## config.mk

```make
export PLATFORM = sky130hd
export DESIGN_NAME = cycle_timer
export DESIGN_NICKNAME = d
export VERILOG_FILES = /design/src/source/pet_pkg.sv /design/src/source/cycle_timer.sv
export SDC_FILE = /design/constraint.sdc
export NUM_CORES = 1
export LEC_CHECK = 0
export BUFFER_PORTS_ARGS = -buffer_cell sky130_fd_sc_hd__buf_2
export CAP_MARGIN = 25
export CORE_AREA = 2 2 39 41
export CTS_CLUSTER_DIAMETER = 80
export DETAILED_ROUTE_END_ITERATION = 10
export DIE_AREA = 0 0 41 43
export PLACE_DENSITY = 0.41
export SETUP_SLACK_MARGIN = 0.3
export SLEW_MARGIN = 20
export SYNTH_ARGS = -nofsm -noshare
export SYNTH_HDL_FRONTEND = slang
export SYNTH_SLANG_ARGS = --single-unit
```

## constraint.sdc

```tcl
create_clock -name clk_16_i -period 1.2 [get_ports clk_16_i]
set_clock_uncertainty 0.2 [all_clocks]
set_input_delay 0.12 -clock clk_16_i [delete_from_list [all_inputs] [get_ports clk_16_i]]
set_output_delay 0.12 -clock clk_16_i [all_outputs]
set_load 0.005 [all_outputs]
```

## src/source/pet_pkg.sv

```systemverilog
// Shared widths, PET memory map and cycle phase numbers for the bus core
// The map assumes a 40 column PET with 1 KB of video RAM mirrored four times
package pet_pkg;

    typedef logic [16:0] addr_t;        // Host address, bit 16 reaches the upper 64 KB
    typedef logic [15:0] cpu_addr_t;    // 6502 address
    typedef logic [7:0]  data_t;        // One bus byte
    typedef logic [3:0]  phase_t;       // 16 phases per 1 MHz CPU cycle
    typedef logic [3:0]  kbd_row_t;     // Keyboard row index, rows 10-15 unused

    typedef enum logic [1:0] {
        ARB_IDLE,                       // No host request pending
        ARB_WAIT_SLOT,                  // Request seen too late in the host slot
        ARB_ACCESS,                     // One cycle grant to RAM or keyboard
        ARB_DONE                        // Ready pulse, read data on the bus
    } arb_state_t;

    localparam int RAM_DEPTH = 1 << 17; // 128 KB behind the 17-bit address

    // Phase numbers inside one CPU cycle
    localparam phase_t PHASE_HOST_START = 4'd0;
    localparam phase_t PHASE_REQ_LAST   = 4'd5;  // Latest phase to go straight to a grant
    localparam phase_t PHASE_GRANT_LAST = 4'd6;  // Grant must leave room for the ready cycle
    localparam phase_t PHASE_CPU_START  = 4'd8;  // clk_cpu_o high from here through 15
    localparam phase_t PHASE_CPU_WRITE  = 4'd15; // CPU write committed on this phase

    // Keyboard rows as seen from the host
    localparam addr_t KBD_BASE = 17'h1E800;
    localparam int    KBD_ROWS = 10;

    // CPU memory map
    localparam cpu_addr_t VRAM_BASE  = 16'h8000;
    localparam cpu_addr_t VRAM_TOP   = 16'h8FFF;
    localparam cpu_addr_t ROM_BASE   = 16'h9000;
    localparam cpu_addr_t IO_BASE    = 16'hE800;
    localparam cpu_addr_t IO_TOP     = 16'hE8FF;
    localparam cpu_addr_t PIA1_BASE  = 16'hE810; // Each device decodes 16 bytes
    localparam cpu_addr_t PIA2_BASE  = 16'hE820;
    localparam cpu_addr_t VIA_BASE   = 16'hE840;
    localparam cpu_addr_t PIA1_PORTA = 16'hE810; // Keyboard row select
    localparam cpu_addr_t PIA1_PORTB = 16'hE812; // Keyboard column read

endpackage

```

## src/source/cycle_timer.sv

```systemverilog
// Divides the 16 MHz clock into 1 MHz CPU cycles of 16 phases
// Phases 0-7 belong to the host, 8-15 to the CPU; phase is 0 after reset
`timescale 1ns/1ns

module cycle_timer (
    input  logic            clk_16_i,
    input  logic            rst_n_i,
    output pet_pkg::phase_t phase_o,
    output logic            host_slot_o,
    output logic            cpu_slot_o,
    output logic            cpu_write_phase_o,
    output logic            clk_cpu_o
);
    import pet_pkg::*;

    phase_t phase_next;

    assign phase_next = phase_o + 4'd1;                 // Wraps from 15 back to 0

    // Flags are computed from the next phase so they line up with phase_o
    always_ff @(posedge clk_16_i or negedge rst_n_i) begin
        if (!rst_n_i) begin
            phase_o           <= PHASE_HOST_START;
            host_slot_o       <= 1'b1;                  // Phase 0 is host time
            cpu_slot_o        <= 1'b0;
            cpu_write_phase_o <= 1'b0;
        end else begin
            phase_o           <= phase_next;
            host_slot_o       <= phase_next < PHASE_CPU_START;
            cpu_slot_o        <= phase_next >= PHASE_CPU_START;
            cpu_write_phase_o <= phase_next == PHASE_CPU_WRITE;
        end
    end

    // Straight from a flop, so the CPU clock has no decode glitches
    assign clk_cpu_o = cpu_slot_o;

    // The two slots share the RAM port and must never overlap
    a_slots_exclusive: assert property (
        @(posedge clk_16_i) disable iff (!rst_n_i)
        !(host_slot_o && cpu_slot_o)
    ) else $error("host and CPU slot both active at phase %0d", phase_o);

endmodule

```

==> impl_summary.txt <==
----------------------------------------------------
[Floorplan]
  Top-Level Pins ... 10
  Horizontal die dimension ... 41 um
  Die span in y ... 43 um
  Total Die Area ... 1760 sq um
  Initial core utilization ... 21.2%
  Placeable core region ... 1380 sq um
  Total number of placement rows ... 14

[Detailed routing]
  Detailed-route wire length ... 527 um
  Remaining number of nets flagged by the antenna check after routing ... 0
  Final routed wire length divided by cell count ... 9.25 um
  Total via count in the routed design ... 219
  Number of detailed-route iterations in the first pass ... 2
  Vias per cell ... 3.84
  1st-iter DRT viols ... 1
  DRC violations left ... 0

[Critical path]
  Startpoint-to-endpoint class of the critical path ... reg -> out
  Library cell contributing the largest single delay on the critical path ... sky130_fd_sc_hd__dfstp_2
  Maximum fanout along the worst path ... 1
  CP endpoint kind ... output port
  Ordered cell list for the critical path ... buf_2
  Startpoint Class ... flop
  R2R setup slack ... 0.04 ns
  Buffers plus inverters on the worst setup path ... 1
  Worst Path Arrival ... 0.85 ns
  WP data required ... 0.88 ns
  Crit-path leading delay family ... flip-flops
  Biggest cell delay along the critical path ... 0.51 ns

[Synthesis]
  Count of unique library cells instantiated by Yosys ... 11
  Flip-flop and latch count after synthesis ... 7
  Cells after Synth ... 22
  Warning count from the yosys run ... 0
  Post-synth design cell area ... 294 sq um
  Total nets after synthesis ... 26
  Syn Area/Cell ... 13.4 sq um
  Fraction of the yosys area taken by sequential cells ... 60.0%

[CTS]
  Clock buffer count from CTS ... 3
  Root buf cell ... sky130_fd_sc_hd__clkbuf_4
  Clock network latency to the later pin of the worst-skew pair ... 0.25 ns
  H-tree Lvls ... 1
  TritonCTS clock tree ... yes
  Clock sink total ... 7
  Clk slew on worst S/H paths ... 0.05 ns
  Maximum clock path buffer count ... 2

[Global routing]
  Vias in the first global route ... 200
  Pin count of the biggest net entering global routing ... 8
  Total routing resource utilization after global routing ... 8.10%
  Aggregate global routing overflow ... 0
  Initial antenna violation count ... 0
  First-pass GRT wire length ... 855 um

[Power]
  Sw Share ... 18.6%
  Internal Pwr Total ... 366 uW
  Power share of the clock group ... 45.6%
  P per Cell Area ... 942 nW/um^2
  Switching Power ... 83.7 uW
  Share of total power in sequential cells ... 52.6%
  Portion of total power attributed to combinational logic ... 1.8%
  Worst VDD drop ... 0.516 mV
  Leakage component of the power ... 0.000239 uW

[Outcome]
  Status ... finished, final reports clean

[Final layout]
  Antenna diode count ... 0
  Layout overhead on the synthesized area ... 62.6%
  Nets ... 46
  Fraction of layout cells with a size suffix above 1 ... 68.3%
  Post-route standard cell area excluding fillers ... 478 sq um

[Hold path]
  Class of the worst hold path ... in -> async

[Run]
  Number of max-cap violations ... 0

[STA]
  Final period util ... 97.8%
  Final hold violations ... 0
  F_max ... 852 MHz
  Max Slew Vio Count ... 0
  Final number of setup-violating endpoints ... 0
  Transition time of the tightest slew-check pin ... 0.172 ns
  Unrepaired setup endpoints after global routing ... yes
  Fin crit period ... 1.17 ns
  Worst hold margin ... 0.0356 ns
  Slew HR ... 88.5%

[Place]
  Post-detail-place hpwl ... 357 um
  RD Place Congestion ... 0.697
  Count of input and output buffers ... 9
  Standard cell area after detailed placement ... 369 sq um

----------------------------------------------------
-- cell type report --
cell class	instances	area, sq um
tap	16	20.0
multi-input combinational	11	131
fill	141	906
sequential	7	179
clock buffer	4	26.3
timing repair buffer	16	110
inverter	3	11.3
-- state kept, by name (all words and copies together), names as in the netlist --
signal,cells
clk_cpu_o,1
cpu_write_phase_o,1
host_slot_o,1
phase_o,4
-- stage by stage --
step	util (%)	power, uW	setup WS, ns	cells	TNS [ns]
global route	34.5	492	-0.0308	57	-0.117
floorplan	-	240	0.0520	22	0
global placement	26.7	246	0.0359	47	0
detailed placement	26.7	246	-0.00173	47	-0.00173
finish	34.5	450	0.0269	57	0
CTS	33.5	460	0.0152	56	0
-- layer usage --
metal | routed length, um | track usage [%] | vias to the layer above
li1 | - | - | 106
met1 | 207 | 8.58 | 102
met2 | 256 | 11.3 | 11
met3 | 63 | 9.42 | 0
met4 | 0 | 0 | 0
met5 | 0 | 0 | -
-- logic make-up after synthesis --
family | synth area share [%]
xor gates and xnor gates | 11.9
adders and majority gates | 8.51
and+or+nand+nor | 8.94
AOI/OAI and AO/OA | 4.25
buffers and inverters | 6.38
DFF | 60.0
-- placed cells by master (no fill, tap or decap) --
master / n
sky130_fd_sc_hd__buf_2: 8
sky130_fd_sc_hd__buf_4: 5
sky130_fd_sc_hd__dfrtp_1: 4
sky130_fd_sc_hd__clkbuf_4: 3
sky130_fd_sc_hd__inv_2: 2
sky130_fd_sc_hd__xor2_1: 2
sky130_fd_sc_hd__nand2_1: 2
sky130_fd_sc_hd__ha_4: 2
sky130_fd_sc_hd__buf_6: 2
sky130_fd_sc_hd__dfrtp_2: 2
sky130_fd_sc_hd__nand3_2: 1
sky130_fd_sc_hd__xnor2_2: 1
sky130_fd_sc_hd__inv_1: 1
sky130_fd_sc_hd__nand4b_1: 1
sky130_fd_sc_hd__o31ai_2: 1
sky130_fd_sc_hd__xnor2_1: 1
sky130_fd_sc_hd__clkbuf_1: 1
sky130_fd_sc_hd__dlygate4sd3_1: 1
sky130_fd_sc_hd__dfstp_2: 1
-- worst paths after layout --
kind | startpoint | to | depth (start not counted)
max | host_slot_o | host_slot_o | 1
min | rst_n_i | phase_o[2] | 2
max reg2reg | phase_o[0] | cpu_write_phase_o | 4
min reg2reg | phase_o[2] | phase_o[2] | 1
max in group asynchronous | rst_n_i | host_slot_o | 2
min in group clk_16_i | phase_o[2] | phase_o[2] | 1
-- synthesized netlist by cell type, drive strengths merged --
| cell | n | area (sq um) |
|---|---|---|
| dfrtp | 6 | 150 |
| inv | 3 | 11.3 |
| ha | 2 | 25.0 |
| nand2 | 2 | 7.51 |
| xnor2 | 2 | 17.5 |
| xor2 | 2 | 17.5 |
| buf | 1 | 7.51 |
| dfstp | 1 | 26.3 |
| nand3 | 1 | 10.0 |
| nand4b | 1 | 8.76 |
| o31ai | 1 | 12.5 |
-- power by group through the flow --
stage	sequential (uW)	combinational, uW	clock [uW]
2_1_floorplan	240	0.0000634	0
3_3_place_gp	240	5.94	0
3_5_place_dp	240	5.89	0
4_1_cts	236	8.51	215
5_1_grt	236	9.72	246
6_report	237	7.99	205
-- what timing repair did --
action                                 CTS  global route
endpoints found under the hold margin    7             0
pin swaps                                3             0
hold buffers                             1             0
resized for setup                        8             1
setup endpoints to repair               14            15
buffers inserted                         4             1
(Power assumes the default switching activity.)
