**config.mk**
```make
export PLATFORM = sky130hd
export DESIGN_NAME = address_decoder
export DESIGN_NICKNAME = d
export VERILOG_FILES = /design/src/source/pet_pkg.sv /design/src/source/address_decoder.sv
export SDC_FILE = /design/constraint.sdc
export NUM_CORES = 1
export LEC_CHECK = 0
export BUFFER_PORTS_ARGS = -buffer_cell sky130_fd_sc_hd__buf_2
export CORE_AREA = 2 2 39 41
export DETAILED_ROUTE_END_ITERATION = 6
export DIE_AREA = 0 0 41 43
export GPL_ROUTABILITY_DRIVEN = 0
export SLEW_MARGIN = 20
export SYNTH_ARGS = -nofsm -noshare
export SYNTH_HDL_FRONTEND = slang
export SYNTH_SLANG_ARGS = --single-unit
```
**constraint.sdc**
```tcl
create_clock -name vclk -period 1.42
set_clock_uncertainty 0.1 [all_clocks]
set_input_delay 0.213 -clock vclk [all_inputs]
set_output_delay 0.213 -clock vclk [all_outputs]
set_load 0.03 [all_outputs]
```
**src/source/pet_pkg.sv**
```systemverilog
// Shared widths, PET memory map and cycle phase numbers for the bus core
// The map assumes a 40 column PET with 1 KB of video RAM mirrored four times
package pet_pkg;

    typedef logic [16:0] addr_t;        // Host address, bit 16 reaches the upper 64 KB
    typedef logic [15:0] cpu_addr_t;    // 6502 address
    typedef logic [7:0]  data_t;        // One bus byte
    typedef logic [3:0]  phase_t;       // 16 phases per 1 MHz CPU cycle
    typedef logic [3:0]  kbd_row_t;     // Keyboard row index, rows 10-15 unused

    typedef enum logic [1:0] {
        ARB_IDLE,                       // No host request pending
        ARB_WAIT_SLOT,                  // Request seen too late in the host slot
        ARB_ACCESS,                     // One cycle grant to RAM or keyboard
        ARB_DONE                        // Ready pulse, read data on the bus
    } arb_state_t;

    localparam int RAM_DEPTH = 1 << 17; // 128 KB behind the 17-bit address

    // Phase numbers inside one CPU cycle
    localparam phase_t PHASE_HOST_START = 4'd0;
    localparam phase_t PHASE_REQ_LAST   = 4'd5;  // Latest phase to go straight to a grant
    localparam phase_t PHASE_GRANT_LAST = 4'd6;  // Grant must leave room for the ready cycle
    localparam phase_t PHASE_CPU_START  = 4'd8;  // clk_cpu_o high from here through 15
    localparam phase_t PHASE_CPU_WRITE  = 4'd15; // CPU write committed on this phase

    // Keyboard rows as seen from the host
    localparam addr_t KBD_BASE = 17'h1E800;
    localparam int    KBD_ROWS = 10;

    // CPU memory map
    localparam cpu_addr_t VRAM_BASE  = 16'h8000;
    localparam cpu_addr_t VRAM_TOP   = 16'h8FFF;
    localparam cpu_addr_t ROM_BASE   = 16'h9000;
    localparam cpu_addr_t IO_BASE    = 16'hE800;
    localparam cpu_addr_t IO_TOP     = 16'hE8FF;
    localparam cpu_addr_t PIA1_BASE  = 16'hE810; // Each device decodes 16 bytes
    localparam cpu_addr_t PIA2_BASE  = 16'hE820;
    localparam cpu_addr_t VIA_BASE   = 16'hE840;
    localparam cpu_addr_t PIA1_PORTA = 16'hE810; // Keyboard row select
    localparam cpu_addr_t PIA1_PORTB = 16'hE812; // Keyboard column read

endpackage

```
**src/source/address_decoder.sv**
```systemverilog
// Combinational decode of the PET memory map for the CPU side
// RAM answers everywhere except the I/O page; ROM space is flagged read-only
`timescale 1ns/1ns

module address_decoder (
    input  pet_pkg::cpu_addr_t cpu_addr_i,
    output logic               ram_en_o,
    output logic               pia1_en_o,
    output logic               pia2_en_o,
    output logic               via_en_o,
    output logic               io_en_o,
    output logic               readonly_o,
    output pet_pkg::addr_t     ram_addr_o
);
    import pet_pkg::*;

    logic io_page;                                      // $E800-$E8FF
    logic vram_hit;                                     // $8000-$8FFF

    assign io_page  = cpu_addr_i >= IO_BASE && cpu_addr_i <= IO_TOP;
    assign vram_hit = cpu_addr_i >= VRAM_BASE && cpu_addr_i <= VRAM_TOP;

    // Each device owns a 16 byte window, compare the upper 12 bits only
    assign pia1_en_o = cpu_addr_i[15:4] == PIA1_BASE[15:4];
    assign pia2_en_o = cpu_addr_i[15:4] == PIA2_BASE[15:4];
    assign via_en_o  = cpu_addr_i[15:4] == VIA_BASE[15:4];

    // Rest of the I/O page goes to the expansion I/O strobe
    assign io_en_o = io_page && !pia1_en_o && !pia2_en_o && !via_en_o;

    assign ram_en_o = !io_page;

    // Everything from $9000 up is ROM image, the I/O page is excluded
    assign readonly_o = cpu_addr_i >= ROM_BASE && !io_page;

    // 1 KB of video RAM repeats four times across the 4 KB window
    always_comb begin
        ram_addr_o = {1'b0, cpu_addr_i};                // CPU only sees the lower 64 KB
        if (vram_hit) begin
            ram_addr_o[11:10] = 2'b00;
        end
    end

endmodule

```
==> reports/results.txt, run 1 <==
The worst hold path belongs to the class input port to primary output. The post-synthesis average cell area was 7.135 sq um. The checks that failed: negative setup slack.

Detailed routing placed a total of 83 microns of wire on met3. The peak fanout along the critical path was 5. The logs give 0 sq um for the register cell area after layout and 0 for the total congestion overflow. Global routing usage summed across all routing layers: 7.700%. Max-slew violation count: 0. Setup violations remaining at the end of the flow were counted as 5.

In the routed design, unresolved DRC markers number 0. The post-synthesis net count is 53, and the count of buffers from port buffering is 30. The initialized floorplan defines 14 standard-cell rows. The first global-routing pass estimated 1.007 mm of wire.

In the synthesized netlist, the number of instances is 37. Critical path required time: 1.11 ns. The highest metal layer carrying signal wires in the routed design is met3.

Counting I/O delays and the setup requirement, the final critical path takes 1.505 ns. For this block, wires on met1 add up to 218 microns. The worst setup path is of the input port to primary output kind. Detailed routing placed a total of 353 microns of wire on met2. The die is 41 microns wide. The run gives 0 as the sequential cell count of the final layout. The initial utilization of the core area, before any placement, comes to 19.08%.

After synthesis, the cell types taking the most area are sky130_fd_sc_hd__buf_4 43%, sky130_fd_sc_hd__nor4b_4 9.0%, sky130_fd_sc_hd__nor2b_1 7.1%. For the total number of nets in the final design, the log shows 74. For this design the static power due to leakage is 0.2136 nW. Setup repair after global routing could not meet its margin everywhere.

For this design the ratio of total power to cell area is 309.2 nW/um^2. The power consumption was 0.1381 mW; the routed via count divided by cell count was 4.208. The post-layout worst setup margin is -0.08496 ns, and the number of buffers inserted by hold repair at cts is 0.

The tools report the count of synthesis-stage warnings from yosys as 0. For the cell area after synthesis, the log shows 264.0 sq um. Across the VDD grid, the largest voltage drop is 0.0001151 V.

The count of pins on the block boundary came out at 39. The fraction of synthesized cell area taken by the top area cell type works out to 42.65%. Share of final-layout standard cells stronger than drive strength 1: 73.21%. Based on the critical path, the design can be clocked at up to 664.5 MHz. Yosys instantiated no cell more often than sky130_fd_sc_hd__buf_4. The tools report the kind of start point of the critical path as an input port. Across the run, the number of max-cap violations was 0. Count of different cell masters after synthesis: 16. The routed layout has 303 vias. The run gives 655 microns as the sum of routed wire length over all layers. In this run the worst setup path terminates at io_en_o. For the count of clock-net buffers in the final layout, the log shows 0.

The flow ran to the end, but the final reports show violations. The commonest cells after synthesis are 15 x sky130_fd_sc_hd__buf_4, 3 x sky130_fd_sc_hd__nor2b_1. The post-route setup TNS was -0.2764 ns; the total core area was 1384 sq um. Once detailed placement completed, the half-perimeter wirelength came to 531.2 microns. The tools report the number of antenna violations at the first check in global routing as 0. The library cell with the largest summed area after synthesis was sky130_fd_sc_hd__buf_4. STA classifies the critical path endpoint as a primary output.

The growth of design area from synthesis to finish was 69.19%; the number of iterations in the first detailed-routing pass was 2. In this run the worst setup path begins at cpu_addr_i[9]. The area of the die came out at 1763 sq um. The final critical-path share of the clock period was 106.0%; the pin count of the biggest net entering global routing was 7. Data arrives at the worst endpoint at 1.19 ns.

For the number of inserted diodes, the log shows 0. Once detail routing completed, the nets flagged for antenna violations numbered 0. Share of the yosys chip area belonging to registers: 0%. The number of global-route vias before repair was 258.

The initial detailed-routing violation count was 1; the final number of hold-violating endpoints was 0. Vertical die dimension: 43 microns. The average routed wire per standard cell is 9.097 microns.
metrics by stage:
stage | instance area [sq um] | cells | setup WS (ns) | util (%) | hold WS (ns)
after global placement | 392.9 | 71 | -0.2306 | 28.39 | 0.3262
after CTS | 446.7 | 72 | -0.09866 | 32.28 | 0.3262
final | 446.7 | 72 | -0.08496 | 32.28 | 0.3260
after floorplan | 312.8 | 37 | -0.1987 | - | 0.3708
after global routing | 446.7 | 72 | -0.1506 | 32.28 | 0.3262
after detailed placement | 392.9 | 71 | -0.2533 | 28.39 | 0.3262
worst max-delay path: stages:
cell and delay (ns):
sky130_fd_sc_hd__buf_6 0.10, sky130_fd_sc_hd__nor4b_4 0.33, sky130_fd_sc_hd__nand3_4 0.17, sky130_fd_sc_hd__o21ba_4 0.26, sky130_fd_sc_hd__buf_6 0.12
cells by family (layout without fill, tap and decap cells):
group / count (synthesis) / in the layout / synth area share (%)
and+or+nand+nor: 15 / 15 / 40.28
buffers and inverters: 15 / 34 / 42.65
AOI/OAI and AO/OA: 5 / 5 / 12.32
other: 1 / 1 / 1.420
xor gates and xnor gates: 1 / 1 / 3.318
worst min-delay path by stage:
stage | startpoint | end | slack [ns] | cells after the start
2_1_floorplan | cpu_addr_i[7] | via_en_o | 0.37 | 1
3_3_place_gp | cpu_addr_i[0] | ram_addr_o[0] | 0.33 | 0
3_5_place_dp | cpu_addr_i[0] | ram_addr_o[0] | 0.33 | 0
4_1_cts | cpu_addr_i[0] | ram_addr_o[0] | 0.33 | 0
5_1_grt | cpu_addr_i[1] | ram_addr_o[1] | 0.33 | 0
6_report | cpu_addr_i[0] | ram_addr_o[0] | 0.33 | 0
placed cells by master, fill, tap and decap left out:
cell,n
sky130_fd_sc_hd__nor4_4,2
sky130_fd_sc_hd__o21ai_0,2
sky130_fd_sc_hd__buf_4,6
sky130_fd_sc_hd__o21a_1,1
sky130_fd_sc_hd__conb_1,1
sky130_fd_sc_hd__buf_2,23
sky130_fd_sc_hd__buf_6,5
sky130_fd_sc_hd__nor3_4,1
sky130_fd_sc_hd__xor2_1,1
sky130_fd_sc_hd__a21oi_2,1
sky130_fd_sc_hd__nand3_4,1
sky130_fd_sc_hd__and2_1,2
sky130_fd_sc_hd__o21ba_4,1
sky130_fd_sc_hd__nand2_1,1
sky130_fd_sc_hd__nor4b_4,1
sky130_fd_sc_hd__nand2b_1,2
sky130_fd_sc_hd__nor2_1,2
sky130_fd_sc_hd__nor2b_1,3
power breakdown:
| part | switching [mW] | internal, mW |
|---|---|---|
| clock | 0 | 0 |
| sequential | 0 | 0 |
| combinational | 0.0878 | 0.0503 |
per-layer routing:
layer | vias to the layer above | track usage [%]
li1 | 147 | -
met1 | 134 | 8.889
met2 | 22 | 15.00
met4 | 0 | 0
met3 | 0 | 0.5236
met5 | - | 0
area by class of cell:
cell class / count / area, sq um
fill: 154 / 937.1
multi-input combinational: 22 / 210.2
tap: 16 / 20.02
timing repair buffer: 34 / 216.5
what timing repair did:
item,in CTS,in global routing
pin swaps,5,1
resized for setup,12,0
endpoints found under the setup margin,5,6
buffers inserted,1,0
Note: power is estimated with default switching activity, not from simulation.
==> inputs of run 2 (changes only) <==
==> constraint.sdc (replaced) <==
create_clock -name vclk -period 1.9
set_clock_uncertainty 0.1 [all_clocks]
set_input_delay 0.285 -clock vclk [all_inputs]
set_output_delay 0.285 -clock vclk [all_outputs]
set_load 0.03 [all_outputs]
==> reports/results.txt, run 2 (same netlist as run 1, synthesis figures left out) <==
The tools report the max-cap violation count as 0 (unchanged). The critical path goes through buf_2 > nor4b_4 > nand3_2 > nor4_1 > buf_2. The die width was 41 microns (unchanged).

The family with the most delay on the worst path is simple AND/OR/NAND/NOR gates. The number of antenna violations at the first check in global routing was 0 (unchanged); the instance count on the critical path was 5 (unchanged). In the layout the commonest cells are 30 x sky130_fd_sc_hd__buf_2, 3 x sky130_fd_sc_hd__nor2b_1. The area of the die came out at 1763 sq um (unchanged). Total via count after detailed routing: 265 (-13%). The setup slack at placement was 0.1862 ns (+0.4395 ns); the sum of routed wire length over all layers was 522 microns (-20%). The register cell area after layout is 0 sq um (unchanged), and the count of buffers from port buffering is 30 (unchanged). The most frequent standard cell in the layout excluding fill and tap cells was sky130_fd_sc_hd__buf_2. The run finished with clean final reports. Initial cell density of the core: 19.08% (unchanged).

Growth of design area from synthesis to finish: 21.80%. The number of inserted diodes was 0 (unchanged). Number of buffers inserted by post-CTS setup repair: 0 (-1). The global routing stage identified its most utilized layer as met2. The minimum clock period after layout works out to 1.692 ns.

The tools report the count of final setup violators as 0 (-5). The number of remaining DRC errors is 0 (unchanged), and the arrival time at the worst endpoint is 1.31 ns (+0.12 ns). The tools report the met2 demand-to-capacity share in global routing as 8.438% (-6.6 points).

The count of buffering cells on the critical path with inverters included is 2 (unchanged). The maximum single-stage delay on the critical path is 0.29 ns (-0.04 ns), and the area of placed instances is 321.6 sq um (-18%). The critical path is of the input port to primary output type.

Maximum clock rate: 591.0 MHz. The standard-cell row count is 14 (unchanged). The worst setup path startpoint was cpu_addr_i[10]. The met1 layer usage reported by global route is 6.013% (-2.9 points), and the max-slew violation count is 0 (unchanged).

The number of iterations in the first detailed-routing pass came out at 2 (unchanged). For the total number of nets in the final design, the log shows 70 (-5.4%). The global routing usage summed across all routing layers is 4.595% (-3.1 points), and the vertical die dimension is 43 microns (unchanged). The pin count of the biggest net entering global routing came out at 7 (unchanged). Final critical-path share of the clock period: 89.06%.

The post-layout worst setup margin is 0.2079 ns (+0.2928 ns). The worst setup path endpoint was pia1_en_o. Power per unit of standard cell area: 262.5 nW/um^2 (-15%). The tools report the residual antenna-violating net count after detailed routing as 0 (unchanged). The cell type with the highest occurrence count on the critical path is sky130_fd_sc_hd__buf_2. The worst setup path is launched from an input port. The sequential cell count of the final layout is 0 (unchanged). The peak fanout along the critical path works out to 5 (unchanged).

The logs give 0% (-0.52 points) for the met3 layer usage reported by global route and 0 (unchanged) for the number of buffers inserted by hold repair at cts. Share of final-layout standard cells stronger than drive strength 1: 61.54% (-12 points). The routed via count divided by cell count came out at 3.897 (-7.4%).

The run gives 0.00006483 V (-44%) as the peak ir drop on the vdd network. Total congestion overflow: 0 (unchanged). The wire length of the first global-routing pass was 627 microns (-38%). The run gives 1.51 ns (+0.40 ns) as the critical path required time. The tools report the nature of the critical path endpoint as a primary output. The count of clock-net buffers in the final layout came out at 0 (unchanged). Setup repair after global routing left no endpoint under its margin. In this run the most critical hold path is launched from cpu_addr_i[0].

The tools report the number of global-route vias before repair as 167 (-35%). The highest-delay cell along the critical path is sky130_fd_sc_hd__nor4b_4. The post-layout utilization of the core came out at 23.24% (-9.0 points). The classification of the worst-slack hold path is input port to primary output. The logs give 1 (unchanged) for the initial detailed-routing violation count and 39 (unchanged) for the count of pins on the block boundary. The logs give 0 (-12) for the count of instances resized after the clock tree is built and 0.1769 nW (-17%) for the leakage component of the power. The average routed wire per standard cell works out to 7.676 microns (-16%).

The total non-filler cell area in the finished layout was 321.6 sq um (-28%); the hold slack was 0.4700 ns (+0.1440 ns). The final number of hold-violating endpoints was 0 (unchanged); the total core area was 1384 sq um (unchanged).
## run 2: how the worst min path moves through the flow
stage               cells after the start  slack (ns)             to
floorplan                               1        0.59      pia1_en_o
global placement                        0        0.47  ram_addr_o[0]
detailed placement                      0        0.47  ram_addr_o[0]
CTS                                     0        0.47  ram_addr_o[0]
global route                            0        0.47  ram_addr_o[3]
finish                                  0        0.47  ram_addr_o[0]
## run 2: through the flow
stage / std cells / setup TNS, ns / power [mW]
2_1_floorplan: 37 / -0.7437 / 0.08240
3_3_place_gp: 68 / 0 / 0.08518
3_5_place_dp: 68 / 0 / 0.08540
4_1_cts: 68 / 0 / 0.08550
5_1_grt: 68 / 0 / 0.09136
6_report: 68 / 0 / 0.08441
## run 2: report_power, final
part	total (mW)	internal (mW)	leakage (nW)	switching (mW)
sequential	0	0	0	0
combinational	0.0844	0.0280	0.177	0.0564
clock	0	0	0	0
total	0.0844	0.0280	0.177	0.0564
## run 2: per-layer routing
layer,vias to the layer above,routed length (microns)
li1,139,-
met1,108,204
met2,18,235
met3,0,82
met4,0,0
met5,-,0
## run 2: final cells by class
class	count	area [sq um]
fillers	168	1062
multi-input cells	22	151.4
well taps	16	20.02
repair buffers	30	150.1
