===== config.mk =====
export PLATFORM = sky130hd
export DESIGN_NAME = host_arbiter
export DESIGN_NICKNAME = d
export VERILOG_FILES = /design/src/source/pet_pkg.sv /design/src/source/host_arbiter.sv
export SDC_FILE = /design/constraint.sdc
export NUM_CORES = 1
export LEC_CHECK = 0
export BUFFER_PORTS_ARGS = -buffer_cell sky130_fd_sc_hd__buf_4
export CAP_MARGIN = 20
export CORE_AREA = 8 8 45 47
export CTS_BUF_LIST = sky130_fd_sc_hd__clkbuf_16
export DETAILED_ROUTE_END_ITERATION = 10
export DIE_AREA = 0 0 53 55
export PLACE_DENSITY = 0.56
export SYNTH_ARGS = -nofsm -noshare
export SYNTH_HDL_FRONTEND = slang
export SYNTH_SLANG_ARGS = --single-unit

===== constraint.sdc =====
create_clock -name clk_16_i -period 1.5 [get_ports clk_16_i]
set_input_delay 0.3 -clock clk_16_i [delete_from_list [all_inputs] [get_ports clk_16_i]]
set_output_delay 0.3 -clock clk_16_i [all_outputs]
set_load 0.02 [all_outputs]

===== src/source/pet_pkg.sv =====
// Shared widths, PET memory map and cycle phase numbers for the bus core
// The map assumes a 40 column PET with 1 KB of video RAM mirrored four times
package pet_pkg;

    typedef logic [16:0] addr_t;        // Host address, bit 16 reaches the upper 64 KB
    typedef logic [15:0] cpu_addr_t;    // 6502 address
    typedef logic [7:0]  data_t;        // One bus byte
    typedef logic [3:0]  phase_t;       // 16 phases per 1 MHz CPU cycle
    typedef logic [3:0]  kbd_row_t;     // Keyboard row index, rows 10-15 unused

    typedef enum logic [1:0] {
        ARB_IDLE,                       // No host request pending
        ARB_WAIT_SLOT,                  // Request seen too late in the host slot
        ARB_ACCESS,                     // One cycle grant to RAM or keyboard
        ARB_DONE                        // Ready pulse, read data on the bus
    } arb_state_t;

    localparam int RAM_DEPTH = 1 << 17; // 128 KB behind the 17-bit address

    // Phase numbers inside one CPU cycle
    localparam phase_t PHASE_HOST_START = 4'd0;
    localparam phase_t PHASE_REQ_LAST   = 4'd5;  // Latest phase to go straight to a grant
    localparam phase_t PHASE_GRANT_LAST = 4'd6;  // Grant must leave room for the ready cycle
    localparam phase_t PHASE_CPU_START  = 4'd8;  // clk_cpu_o high from here through 15
    localparam phase_t PHASE_CPU_WRITE  = 4'd15; // CPU write committed on this phase

    // Keyboard rows as seen from the host
    localparam addr_t KBD_BASE = 17'h1E800;
    localparam int    KBD_ROWS = 10;

    // CPU memory map
    localparam cpu_addr_t VRAM_BASE  = 16'h8000;
    localparam cpu_addr_t VRAM_TOP   = 16'h8FFF;
    localparam cpu_addr_t ROM_BASE   = 16'h9000;
    localparam cpu_addr_t IO_BASE    = 16'hE800;
    localparam cpu_addr_t IO_TOP     = 16'hE8FF;
    localparam cpu_addr_t PIA1_BASE  = 16'hE810; // Each device decodes 16 bytes
    localparam cpu_addr_t PIA2_BASE  = 16'hE820;
    localparam cpu_addr_t VIA_BASE   = 16'hE840;
    localparam cpu_addr_t PIA1_PORTA = 16'hE810; // Keyboard row select
    localparam cpu_addr_t PIA1_PORTB = 16'hE812; // Keyboard column read

endpackage


===== src/source/host_arbiter.sv =====
// Places host requests into the host slot, one request in flight at a time
// The host must hold valid, address and rw until it sees the ready pulse
// Only host writes to $1E800-$1E809 go to the keyboard; reads there hit RAM
`timescale 1ns/1ns

module host_arbiter (
    input  logic            clk_16_i,
    input  logic            rst_n_i,
    input  logic            host_valid_i,
    input  logic            host_rw_n_i,
    input  pet_pkg::addr_t  host_addr_i,
    input  pet_pkg::phase_t phase_i,
    output logic            grant_o,
    output logic            grant_kbd_o,
    output logic            host_ready_o
);
    import pet_pkg::*;

    arb_state_t state_q;
    arb_state_t state_d;
    logic       kbd_wr;                                 // Request targets a keyboard row

    assign kbd_wr = !host_rw_n_i
                    && host_addr_i >= KBD_BASE
                    && host_addr_i < KBD_BASE + addr_t'(KBD_ROWS);

    always_comb begin
        state_d = state_q;
        case (state_q)
            ARB_IDLE: begin
                if (host_valid_i) begin
                    // Early enough to grant on the next phase and finish in the slot
                    state_d = (phase_i <= PHASE_REQ_LAST) ? ARB_ACCESS : ARB_WAIT_SLOT;
                end
            end
            ARB_WAIT_SLOT: begin
                // Phase 15 rolls into phase 0, the start of the next host slot
                if (phase_i == PHASE_CPU_WRITE || phase_i <= PHASE_REQ_LAST) begin
                    state_d = ARB_ACCESS;
                end
            end
            ARB_ACCESS: state_d = ARB_DONE;             // RAM read data lands next cycle
            ARB_DONE:   state_d = ARB_IDLE;             // Host may present a new request
            default:    state_d = ARB_IDLE;
        endcase
    end

    always_ff @(posedge clk_16_i or negedge rst_n_i) begin
        if (!rst_n_i) begin
            state_q <= ARB_IDLE;
        end else begin
            state_q <= state_d;
        end
    end

    assign grant_o      = (state_q == ARB_ACCESS) && !kbd_wr;
    assign grant_kbd_o  = (state_q == ARB_ACCESS) && kbd_wr;
    assign host_ready_o = state_q == ARB_DONE;

    // Grant and its ready cycle both stay inside the host half of the timer cycle
    a_grant_phase: assert property (
        @(posedge clk_16_i) disable iff (!rst_n_i)
        (grant_o || grant_kbd_o) |-> phase_i <= PHASE_GRANT_LAST
    ) else $error("host grant at phase %0d in %s", phase_i, state_q.name());

    // One pulse per request, never back to back
    a_ready_single: assert property (
        @(posedge clk_16_i) disable iff (!rst_n_i)
        host_ready_o |=> !host_ready_o
    ) else $error("host_ready_o high on two cycles in a row");

endmodule


==> impl_results.rst, run 1 <==
.. list-table::
   :header-rows: 1

   * - Metric
     - Value
   * - Status
     - finished, final reports clean
   * - ANT nets after route
     - 0
   * - Highest-delay cell along the critical path
     - nor4b_4
   * - Register with the most flip-flops
     - state_q
   * - Tightest Hold Check Type
     - primary input to asynchronous set/reset pin
   * - Count of pins over their slew limit
     - 0
   * - Final routed DRC violation total
     - 0
   * - Required time of the critical path
     - ~1.2 ns
   * - Endpoint of the worst-slack reg-to-reg timing path
     - state_q[0]
   * - Horizontal extent of the die
     - approximately 53 µm
   * - Number of input and output port buffers inserted
     - 26
   * - Cell count after synthesis
     - 31
   * - Half-perimeter wire length after placement
     - between 700 and 800 µm
   * - Clock tree from TritonCTS
     - done
   * - Total inserted antenna cells
     - 0
   * - Final setup violating endpoints
     - 0
   * - Cell at the root of the clock tree
     - clkbuf_16
   * - Per-cell via count in the routed design
     - 4.58
   * - Synth Net Count
     - 60
   * - Part of the total power dissipated in the clock network
     - between 40% and 50%
   * - Clock tree skew after final layout
     - roughly 0.00036 ns
   * - Wire length after detailed routing
     - slightly above 1000 µm
   * - Internal power component
     - roughly 0.61 mW
   * - Summed instance area of the synthesized netlist
     - between 200 and 300 µm²
   * - Slew margin rel.
     - 86.3%
   * - Sum Neg Setup Slack
     - 0 ns
   * - Max capacitance violation total
     - 0
   * - Critical path peak fanout
     - 2
   * - CTS sink cnt
     - 2
   * - VDD IR-drop max
     - roughly 550 µV
   * - Vias in the first global route
     - 368
   * - Global-route wire length before repair
     - 1470 µm
   * - Die Y-Extent
     - about 55 µm
   * - Minimum setup slack after placement
     - -0.000164 ns
   * - Kind of end point of the critical path
     - output pin
   * - Largest register FFs
     - 2
   * - Total clock buffers created by CTS
     - 3
   * - Lkg Pwr
     - roughly 0.3 nW
   * - Final instance area
     - 602 µm²
   * - Number of hold violations in the final report
     - 0
   * - H-tree depth reported by CTS
     - 1
   * - Synth-to-Final Area Change
     - 132%
   * - Global placement routability congestion
     - 0.692
   * - Final critical-path share of the clock period
     - 96.0%
   * - Number of antenna violations at the first check in global routing
     - 0
   * - Final critical-path setup slack
     - 0.0597 ns
   * - Worst Setup Path Type
     - primary input to output pin
   * - Number of different library cells in the post-synthesis netlist
     - 16
   * - Largest registers in the final layout
     - state_q: 2 flops
   * - RSZ-0062 raised after global routing
     - true
   * - Vias after detailed routing
     - between 300 and 400
   * - Setup slack of the most critical reg-to-reg path
     - between 0.2 and 0.25 ns
   * - Mean instance size in the synthesized netlist
     - 8.35 µm²
   * - Switching power as a share of total power
     - between 30% and 40%
   * - Rows
     - 14
   * - Warnings, synthesis
     - 0
   * - Clock-pin transition on the worst setup and hold timing paths
     - about 0.030 ns
   * - Core occupancy in the finished layout
     - between 40% and 50%
   * - Pre-antenna DRT Iters
     - 2
   * - GRT Util Overall
     - under 10%
   * - Highest achievable clock rate
     - just under 700 MHz
   * - Start point of the critical path
     - host_addr_i[12]
   * - Final nets
     - 93
   * - Proportion of layout cells with a drive suffix above 1
     - approximately 56%
   * - Fillers
     - 143
   * - Number of flip-flops and latches in the synthesized netlist
     - 2
   * - Buffer levels on the longest clock path
     - 2
   * - Most frequent CP cell
     - buf_4
   * - Area after detailed placement
     - ~470 µm²
   * - Tmin final
     - 1.44 ns
   * - Later-pin clock latency in the skew report
     - between 0.2 and 0.25 ns
   * - Power per standard cell area
     - around 1500 mW/mm²
   * - Average detailed-routed wire length per instance
     - approximately 13 µm
   * - Proportion of power drawn by flip-flops and latches
     - between 10% and 20%
   * - Highest cell delay on the worst timing path
     - 0.24 ns
   * - Congestion Overflow GR
     - 0
   * - Largest net degree at the start of global routing
     - 5
   * - Number of placed I/O pins
     - 28
   * - Critical path launch point type
     - primary input
   * - Worst R2R Start
     - state_q[0]
   * - Ordered list of cells on the worst path
     - buf_4 -> nor4b_4 -> nand4_1 -> nor3_2 -> buf_4
   * - Core region area
     - approximately 0.0014 mm²
   * - Die area
     - roughly 0.0029 mm²
   * - Portion of total power attributed to combinational logic
     - a little over two fifths
   * - Sequential element share of the synthesized area
     - 19.3%
   * - Initial core utilization
     - a little under a fifth
   * - Path depth of the worst reg2reg path
     - 5
   * - Actual slew at the worst max-slew pin
     - 0.204 ns
   * - Data arrival time of the critical path
     - roughly 1.1 ns
   * - Final Power
     - approximately 0.88 mW
   * - DRT iter0 DRCs
     - 4
   * - Net switching power of the design
     - between 0.2 and 0.3 mW
-- stage by stage --
step / hold slack, ns / cells
6_report: 0.409 / 78
5_1_grt: 0.418 / 78
4_1_cts: 0.411 / 78
3_5_place_dp: 0.0830 / 73
3_3_place_gp: 0.0833 / 73
2_1_floorplan: 0.00441 / 31
-- power groups by stage --
stage               logic [mW]  clock network (mW)  registers [mW]
floorplan                0.215                   0           0.104
global placement         0.332                   0           0.112
detailed placement       0.340                   0           0.114
CTS                      0.373               0.398           0.107
global route             0.438               0.405           0.112
finish                   0.383               0.394           0.107
-- Yosys cell counts --
| library cell | count | area [µm²] |
|---|---|---|
| a22o_1 | 1 | 8.76 |
| o211ai_1 | 1 | 7.51 |
| nand3_1 | 3 | 15.0 |
| a21o_1 | 1 | 7.51 |
| inv_1 | 3 | 11.3 |
| a22oi_1 | 1 | 7.51 |
| ha_1 | 4 | 50.1 |
| o21ai_0 | 3 | 15.0 |
| nor4b_2 | 2 | 30.0 |
| nor3_2 | 1 | 10.0 |
| nand4_1 | 2 | 12.5 |
| nand2b_1 | 1 | 6.26 |
| nor4b_1 | 1 | 8.76 |
| nor2_1 | 2 | 7.51 |
| dfrtp_1 | 2 | 50.1 |
| nand2_1 | 3 | 11.3 |
-- worst max path at each step --
stage / end / slack (ns) / cells after the start
2_1_floorplan: grant_kbd_o / 0.16 / 3
3_3_place_gp: grant_kbd_o / 0.03 / 5
3_5_place_dp: grant_kbd_o / -0.0002 / 5
4_1_cts: grant_kbd_o / 0.0004 / 5
5_1_grt: grant_kbd_o / -0.02 / 5
6_report: grant_kbd_o / 0.06 / 5
-- cells in the final DEF (no fill, tap or decap), drive strengths merged --
cell type,instances
a21o,1
clkbuf,3
nand2b,1
ha,4
inv,3
dfrtp,2
dlygate4sd3,1
buf,27
nand3,3
o211ai,1
a22o,1
nor3,1
nand2,3
nor4b,3
a22oi,1
o21ai,3
nand4,2
nor2,2
-- critical path: cells and delay by family --
family        cells  cell delay (ns)
buf+inv           2             0.28
simple gates      3             0.57
-- per-layer routing --
layer / share of wire, % / track usage (%) / wire length, µm
met5: 0 / 0 / 0
met4: 0 / 3.88 / 0
met3: 16 / 3.48 / 168
met2: 38 / 8.79 / 393
met1: 46 / 8.18 / 474
-- cells by family (layout without fill, tap and decap cells) --
kind of cell	after synthesis	after routing	synth area share [%]
simple gates	15	15	39.1
buf+inv	3	34	4.35
compound gates	7	7	17.9
fa+ha+maj	4	4	19.3
flops	2	2	19.3
-- final cells by class --
| type | instances | area [µm²] | share of cell area, % |
|---|---|---|---|
| Multi-Input combinational cell | 26 | 221 | 36.8 |
| Clock buffer | 3 | 75.1 | 12.5 |
| Inverter | 3 | 11.3 | 1.87 |
| Sequential cell | 2 | 50.0 | 8.32 |
| Timing Repair Buffer | 28 | 224 | 37.2 |
| Tap cell | 16 | 20.0 | 3.33 |
-- what timing repair did --
item,in CTS,in global routing
buffers inserted,1,0
pin swaps,0,5
endpoints found under the hold margin,2,0
gates resized for setup,1,6
hold buffers,1,0
endpoints found under the setup margin,1,2
Power figures use the tool's default switching activity.
==> run 2, diff against run 1 <==
--- a/config.mk
+++ b/config.mk
@@ -6,9 +6,7 @@
 export NUM_CORES = 1
 export LEC_CHECK = 0
 export BUFFER_PORTS_ARGS = -buffer_cell sky130_fd_sc_hd__buf_4
-export CAP_MARGIN = 20
 export CORE_AREA = 8 8 45 47
-export CTS_BUF_LIST = sky130_fd_sc_hd__clkbuf_16
 export DETAILED_ROUTE_END_ITERATION = 10
 export DIE_AREA = 0 0 53 55
 export PLACE_DENSITY = 0.56
==> run 2 against run 1 <==
Critical path depth is the same. Total power decreased by 26%. Cell count grew 1.3%. Cell area fell by 5.4%. Sequential share of layout area grew 0.48 points. Core utilization decreased by 2.4 points. Clock power shrank 70%. Critical endpoint unchanged. Highest routed layer unchanged.
==> impl_results.rst, run 2 (synthesized netlist as in run 1, its figures left out) <==
.. list-table::
   :header-rows: 1

   * - Metric
     - Value
   * - Tmin final
     - 1.44 ns
   * - Number of antenna violations at the first check in global routing
     - 0
   * - Switching power as a share of total power
     - between 40% and 50%
   * - Number of hold violations in the final report
     - 0
   * - Status
     - finished, final reports clean
   * - Slew margin rel.
     - ~86%
   * - Critical path launch point type
     - primary input
   * - Kind of end point of the critical path
     - output pin
   * - Horizontal extent of the die
     - 53 µm
   * - Final nets
     - 94
   * - Data arrival time of the critical path
     - 1.14 ns
   * - Total inserted antenna cells
     - 0
   * - CTS sink cnt
     - 2
   * - Die Y-Extent
     - between 50 and 60 µm
   * - Final routed DRC violation total
     - 0
   * - Register with the most flip-flops
     - state_q
   * - Cell at the root of the clock tree
     - clkbuf_4
   * - Area after detailed placement
     - around 470 µm²
   * - Clock-pin transition on the worst setup and hold timing paths
     - around 0.030 ns
   * - Global-route wire length before repair
     - 1530 µm
   * - Per-cell via count in the routed design
     - between 4 and 5
   * - Proportion of layout cells with a drive suffix above 1
     - 60.3%
   * - DRT iter0 DRCs
     - 7
   * - Cell count after placement
     - 73
   * - WHS
     - between 0.4 and 0.5 ns
   * - Die area
     - between 0.002 and 0.003 mm²
   * - Half-perimeter wire length after placement
     - approximately 790 µm
   * - Final setup violating endpoints
     - 0
   * - Core occupancy in the finished layout
     - 41.1%
   * - Later-pin clock latency in the skew report
     - 0.22 ns
   * - Core region area
     - 0.00138 mm²
   * - H-tree depth reported by CTS
     - 1
   * - Path depth of the worst reg2reg path
     - 6
   * - Commonest non-fill, non-tap cell in the layout
     - buf_4
   * - Number of input and output port buffers inserted
     - 26
   * - Wire length after detailed routing
     - roughly 1100 µm
   * - Initial core utilization
     - 18.7%
   * - Congestion Overflow GR
     - 0
   * - RSZ-0062 raised after global routing
     - true
   * - Largest registers in the final layout
     - state_q: 2 flops
   * - Lkg Pwr
     - ~0.28 nW
   * - Average detailed-routed wire length per instance
     - roughly 14 µm
   * - Max capacitance violation total
     - 0
   * - Count of pins over their slew limit
     - 0
   * - Synth-to-Final Area Change
     - 120%
   * - Tightest Hold Check Type
     - primary input to asynchronous set/reset pin
   * - Vias after detailed routing
     - 356
   * - Highest achievable clock rate
     - approximately 700 MHz
   * - Proportion of power drawn by flip-flops and latches
     - around 17%
   * - Part of the total power dissipated in the clock network
     - 17.9%
   * - Rows
     - 14
   * - Vias in the first global route
     - ~380
   * - Clock tree skew after final layout
     - ~0.0023 ns
   * - GRT Util Overall
     - approximately 7.0%
   * - Total clock buffers created by CTS
     - 3
   * - Number of placed I/O pins
     - 28
   * - Final instance area
     - between 500 and 600 µm²
   * - Global placement routability congestion
     - approximately 0.69
   * - VDD IR-drop max
     - 399 µV
   * - Internal power component
     - just under 0.4 mW
   * - Pre-antenna DRT Iters
     - 3
   * - Portion of total power attributed to combinational logic
     - between 60% and 70%
   * - Actual slew at the worst max-slew pin
     - between 0.2 and 0.25 ns
   * - Largest net degree at the start of global routing
     - 5
   * - Worst Setup Path Type
     - primary input to output pin
   * - Power per standard cell area
     - 1150 mW/mm²
   * - Buffer levels on the longest clock path
     - 2
   * - Clock tree from TritonCTS
     - done
   * - Largest register FFs
     - 2
   * - ANT nets after route
     - 0
   * - Final critical-path share of the clock period
     - a little over nine tenths
   * - Critical path peak fanout
     - 2
   * - Net switching power of the design
     - between 0.2 and 0.3 mW
   * - Required time of the critical path
     - 1.20 ns
   * - Non-filler cells in the finished layout
     - 79
-- run 2: metal layers --
metal | vias up | GRT usage [%] | routed length (µm) | part of all wire (%)
met2 | 23 | 9.77 | 473 | 44
li1 | 179 | - | - | -
met1 | 154 | 8.18 | 438 | 41
met5 | - | 0 | 0 | 0
met4 | 0 | 5.17 | 0 | 0
met3 | 0 | 3.48 | 159 | 15
-- run 2: area by class of cell --
type,count,area (µm²)
Fill cell,148,815
Multi-Input combinational cell,26,234
Timing Repair Buffer,29,231
Sequential cell,2,50.0
Clock buffer,3,22.5
Tap cell,16,20.0
Inverter,3,11.3
-- run 2: power by group through the flow --
stage               Clock, mW  Sequential, mW  Combinational (mW)
floorplan                   0           0.104               0.215
finish                  0.117           0.113               0.425
CTS                     0.125           0.113               0.412
global placement            0           0.112               0.332
global route            0.132           0.119               0.484
detailed placement          0           0.114               0.340
-- run 2: what timing repair did --
item / in CTS / in global routing
hold buffers: 1 / 0
endpoints found under the setup margin: 2 / 2
pin swaps: 0 / 5
buffers inserted: 2 / 0
gates resized for setup: 4 / 6
hold endpoints to repair: 2 / 0
-- run 2: worst max-delay path: stages --
cell and delay (ns):
buf_4 0.12, nor4b_4 0.24, nand4_1 0.16, nor3_2 0.17, buf_4 0.16
-- run 2: worst paths after layout --
| kind | endpoint | startpoint | slack, ns |
|---|---|---|---|
| setup / recovery | grant_kbd_o | host_addr_i[12] | 0.06 |
| hold / removal | state_q[1] | rst_n_i | 0.40 |
| setup reg to reg | state_q[0] | state_q[0] | 0.21 |
| hold reg to reg | state_q[0] | state_q[0] | 0.65 |
| max in group asynchronous | state_q[0] | rst_n_i | 1.01 |
| min in group clk_16_i | state_q[1] | host_valid_i | 0.45 |
-- run 2: per-stage QoR --
step	setup TNS, ns	total power, mW	setup slack [ns]
after global routing	-0.0169	0.735	-0.0169
after global placement	0	0.444	0.0267
final	0	0.655	0.0616
after detailed placement	-0.000164	0.453	-0.000164
after CTS	0	0.650	0.000436
after floorplan	0	0.319	0.164
==> run 3, diff against run 2 <==
==> constraint.sdc (replaced) <==
create_clock -name clk_16_i -period 1.5 [get_ports clk_16_i]
set_input_delay 0.15 -clock clk_16_i [delete_from_list [all_inputs] [get_ports clk_16_i]]
set_output_delay 0.15 -clock clk_16_i [all_outputs]
set_load 0.02 [all_outputs]
==> run 3 against run 2 <==
First-iteration DRC count up 29%. Die area unchanged. Cell area is 9.7% lower. Clock-buffer cell count unchanged. Clock power barely moved. Combinational power down 15%. Maximum frequency increased by 3.7%. Critical path depth unchanged. Critical path type is now flip-flop to output pin. Via count fell by 2.2%. Wire length fell by 8.1%.
==> impl_results.rst, run 3 (synthesized netlist as in run 1, its figures left out) <==
.. list-table::
   :header-rows: 1

   * - Metric
     - Value
   * - Clock-pin transition on the worst setup and hold timing paths
     - about 0.03 ns
   * - Core region area
     - between 0.001 and 0.0015 mm²
   * - Required time of the critical path
     - between 1 and 1.5 ns
   * - Synth-to-Final Area Change
     - 98.6%
   * - Count of pins over their slew limit
     - 0
   * - Number of input and output port buffers inserted
     - 26
   * - Total inserted antenna cells
     - 0
   * - Tightest Hold Check Type
     - primary input to asynchronous set/reset pin
   * - Rows
     - 14
   * - Die Y-Extent
     - around 55 µm
   * - Tmin final
     - approximately 1.4 ns
   * - Largest net degree at the start of global routing
     - 5
   * - Initial core utilization
     - between 10% and 20%
   * - Commonest non-fill, non-tap cell in the layout
     - buf_4
   * - Area after detailed placement
     - 474 µm²
   * - Highest cell delay on the worst timing path
     - about 0.4 ns
   * - GRT Util Overall
     - ~7.3%
   * - Highest achievable clock rate
     - about 720 MHz
   * - Final setup violating endpoints
     - 0
   * - Largest registers in the final layout
     - state_q: 2 flops
   * - Number of placed I/O pins
     - 28
   * - Slew margin rel.
     - 80.6%
   * - Proportion of layout cells with a drive suffix above 1
     - between 50% and 60%
   * - Actual slew at the worst max-slew pin
     - 0.287 ns
   * - Buffer levels on the longest clock path
     - 2
   * - Worst Setup Path Type
     - flip-flop to output pin
   * - Horizontal extent of the die
     - approximately 53 µm
   * - Vias after detailed routing
     - between 300 and 400
   * - Number of hold violations in the final report
     - 0
   * - H-tree depth reported by CTS
     - 1
   * - Commonest cells after routing, fill and taps aside
     - 27 x buf_4, 4 x ha_1
   * - Kind of end point of the critical path
     - output pin
   * - Status
     - finished, final reports clean
   * - CP top delay family
     - flip-flops
   * - Sum of buffers and inverters on the critical path
     - 3
   * - Pre-antenna DRT Iters
     - 3
   * - Largest register FFs
     - 2
   * - RSZ-0062 raised after global routing
     - false
   * - Critical path launch point type
     - flip-flop
   * - DRT iter0 DRCs
     - 9
   * - Half-perimeter wire length after placement
     - about 800 µm
   * - Average detailed-routed wire length per instance
     - 12.6 µm
   * - Minimum setup slack after placement
     - between 0.2 and 0.3 ns
   * - Clock tree skew after final layout
     - 0.00213 ns
   * - VDD IR-drop max
     - a little under 400 µV
   * - Final nets
     - 93
   * - ANT nets after route
     - 0
   * - Number of antenna violations at the first check in global routing
     - 0
   * - Global-route wire length before repair
     - around 1600 µm
   * - Max capacitance violation total
     - 0
   * - Sum Neg Setup Slack
     - 0 ns
   * - Highest-delay cell along the critical path
     - dfrtp_1
   * - Total clock buffers created by CTS
     - 3
   * - Power per standard cell area
     - between 1000 and 1500 mW/mm²
   * - Die area
     - about 0.0029 mm²
   * - Per-cell via count in the routed design
     - ~4.5
   * - Vias in the first global route
     - between 400 and 500
   * - Final critical-path share of the clock period
     - between 90 and 100%
   * - Ordered list of cells on the worst path
     - inv_2 -> ha_1 -> inv_1 -> nor3_2 -> buf_4
   * - Later-pin clock latency in the skew report
     - around 0.22 ns
   * - Final routed DRC violation total
     - 0
   * - CTS sink cnt
     - 2
   * - WHS
     - 0.249 ns
   * - Lkg Pwr
     - roughly 0.26 nW
   * - Data arrival time of the critical path
     - 1.24 ns
   * - Critical path peak fanout
     - 4
   * - Final instance area
     - just over 500 µm²
   * - Clock tree from TritonCTS
     - done
   * - Final critical-path setup slack
     - around 0.11 ns
   * - Global placement routability congestion
     - between 0.7 and 0.8
   * - Final Power
     - slightly below 0.6 mW
   * - Register with the most flip-flops
     - state_q
   * - Cell at the root of the clock tree
     - clkbuf_4
   * - Wire length after detailed routing
     - between 900 and 1000 µm
   * - Congestion Overflow GR
     - 0
==> run 3: cell type report <==
class / instances / area [µm²]
tap: 16 / 20.0
multi-input combinational: 26 / 198
inverter: 3 / 11.3
fill: 148 / 870
clock buffer: 3 / 22.5
timing repair buffer: 28 / 213
sequential: 2 / 50.0
==> run 3: through the flow <==
step | utilization, % | std cells
after detailed placement | 34.3 | 73
after global routing | 37.2 | 78
final | 37.2 | 78
after floorplan | - | 31
after global placement | 34.3 | 73
after CTS | 36.6 | 77
==> run 3: worst paths after layout <==
path	slack (ns)	cells after the start	from	end
max	0.11	5	state_q[0]	grant_kbd_o
min	0.25	2	rst_n_i	state_q[1]
max reg2reg	0.29	5	state_q[0]	state_q[0]
min reg2reg	0.59	1	state_q[0]	state_q[0]
max in group asynchronous	1.16	2	rst_n_i	state_q[0]
min in group clk_16_i	0.29	4	host_valid_i	state_q[1]
==> run 3: per-layer routing <==
| layer | part of all wire (%) | track usage (%) | vias up |
|---|---|---|---|
| met1 | 38 | 7.42 | 148 |
| met5 | 0 | 0 | - |
| li1 | - | - | 177 |
| met4 | 0 | 5.17 | 0 |
| met3 | 19 | 4.28 | 0 |
| met2 | 43 | 11.1 | 23 |
==> run 3: timing repair <==
item / 4_1_cts / 5_1_grt
hold endpoints to repair: 2 / 0
hold buffers: 1 / 0
setup endpoints to repair: 0 / 1
gates resized for setup: 0 / 1
setup buffers: 0 / 1
==> run 3: where the power goes <==
| group | internal, mW | switching (mW) |
|---|---|---|
| Clock | 0.0882 | 0.0301 |
| Sequential | 0.0838 | 0.0297 |
| Combinational | 0.180 | 0.181 |
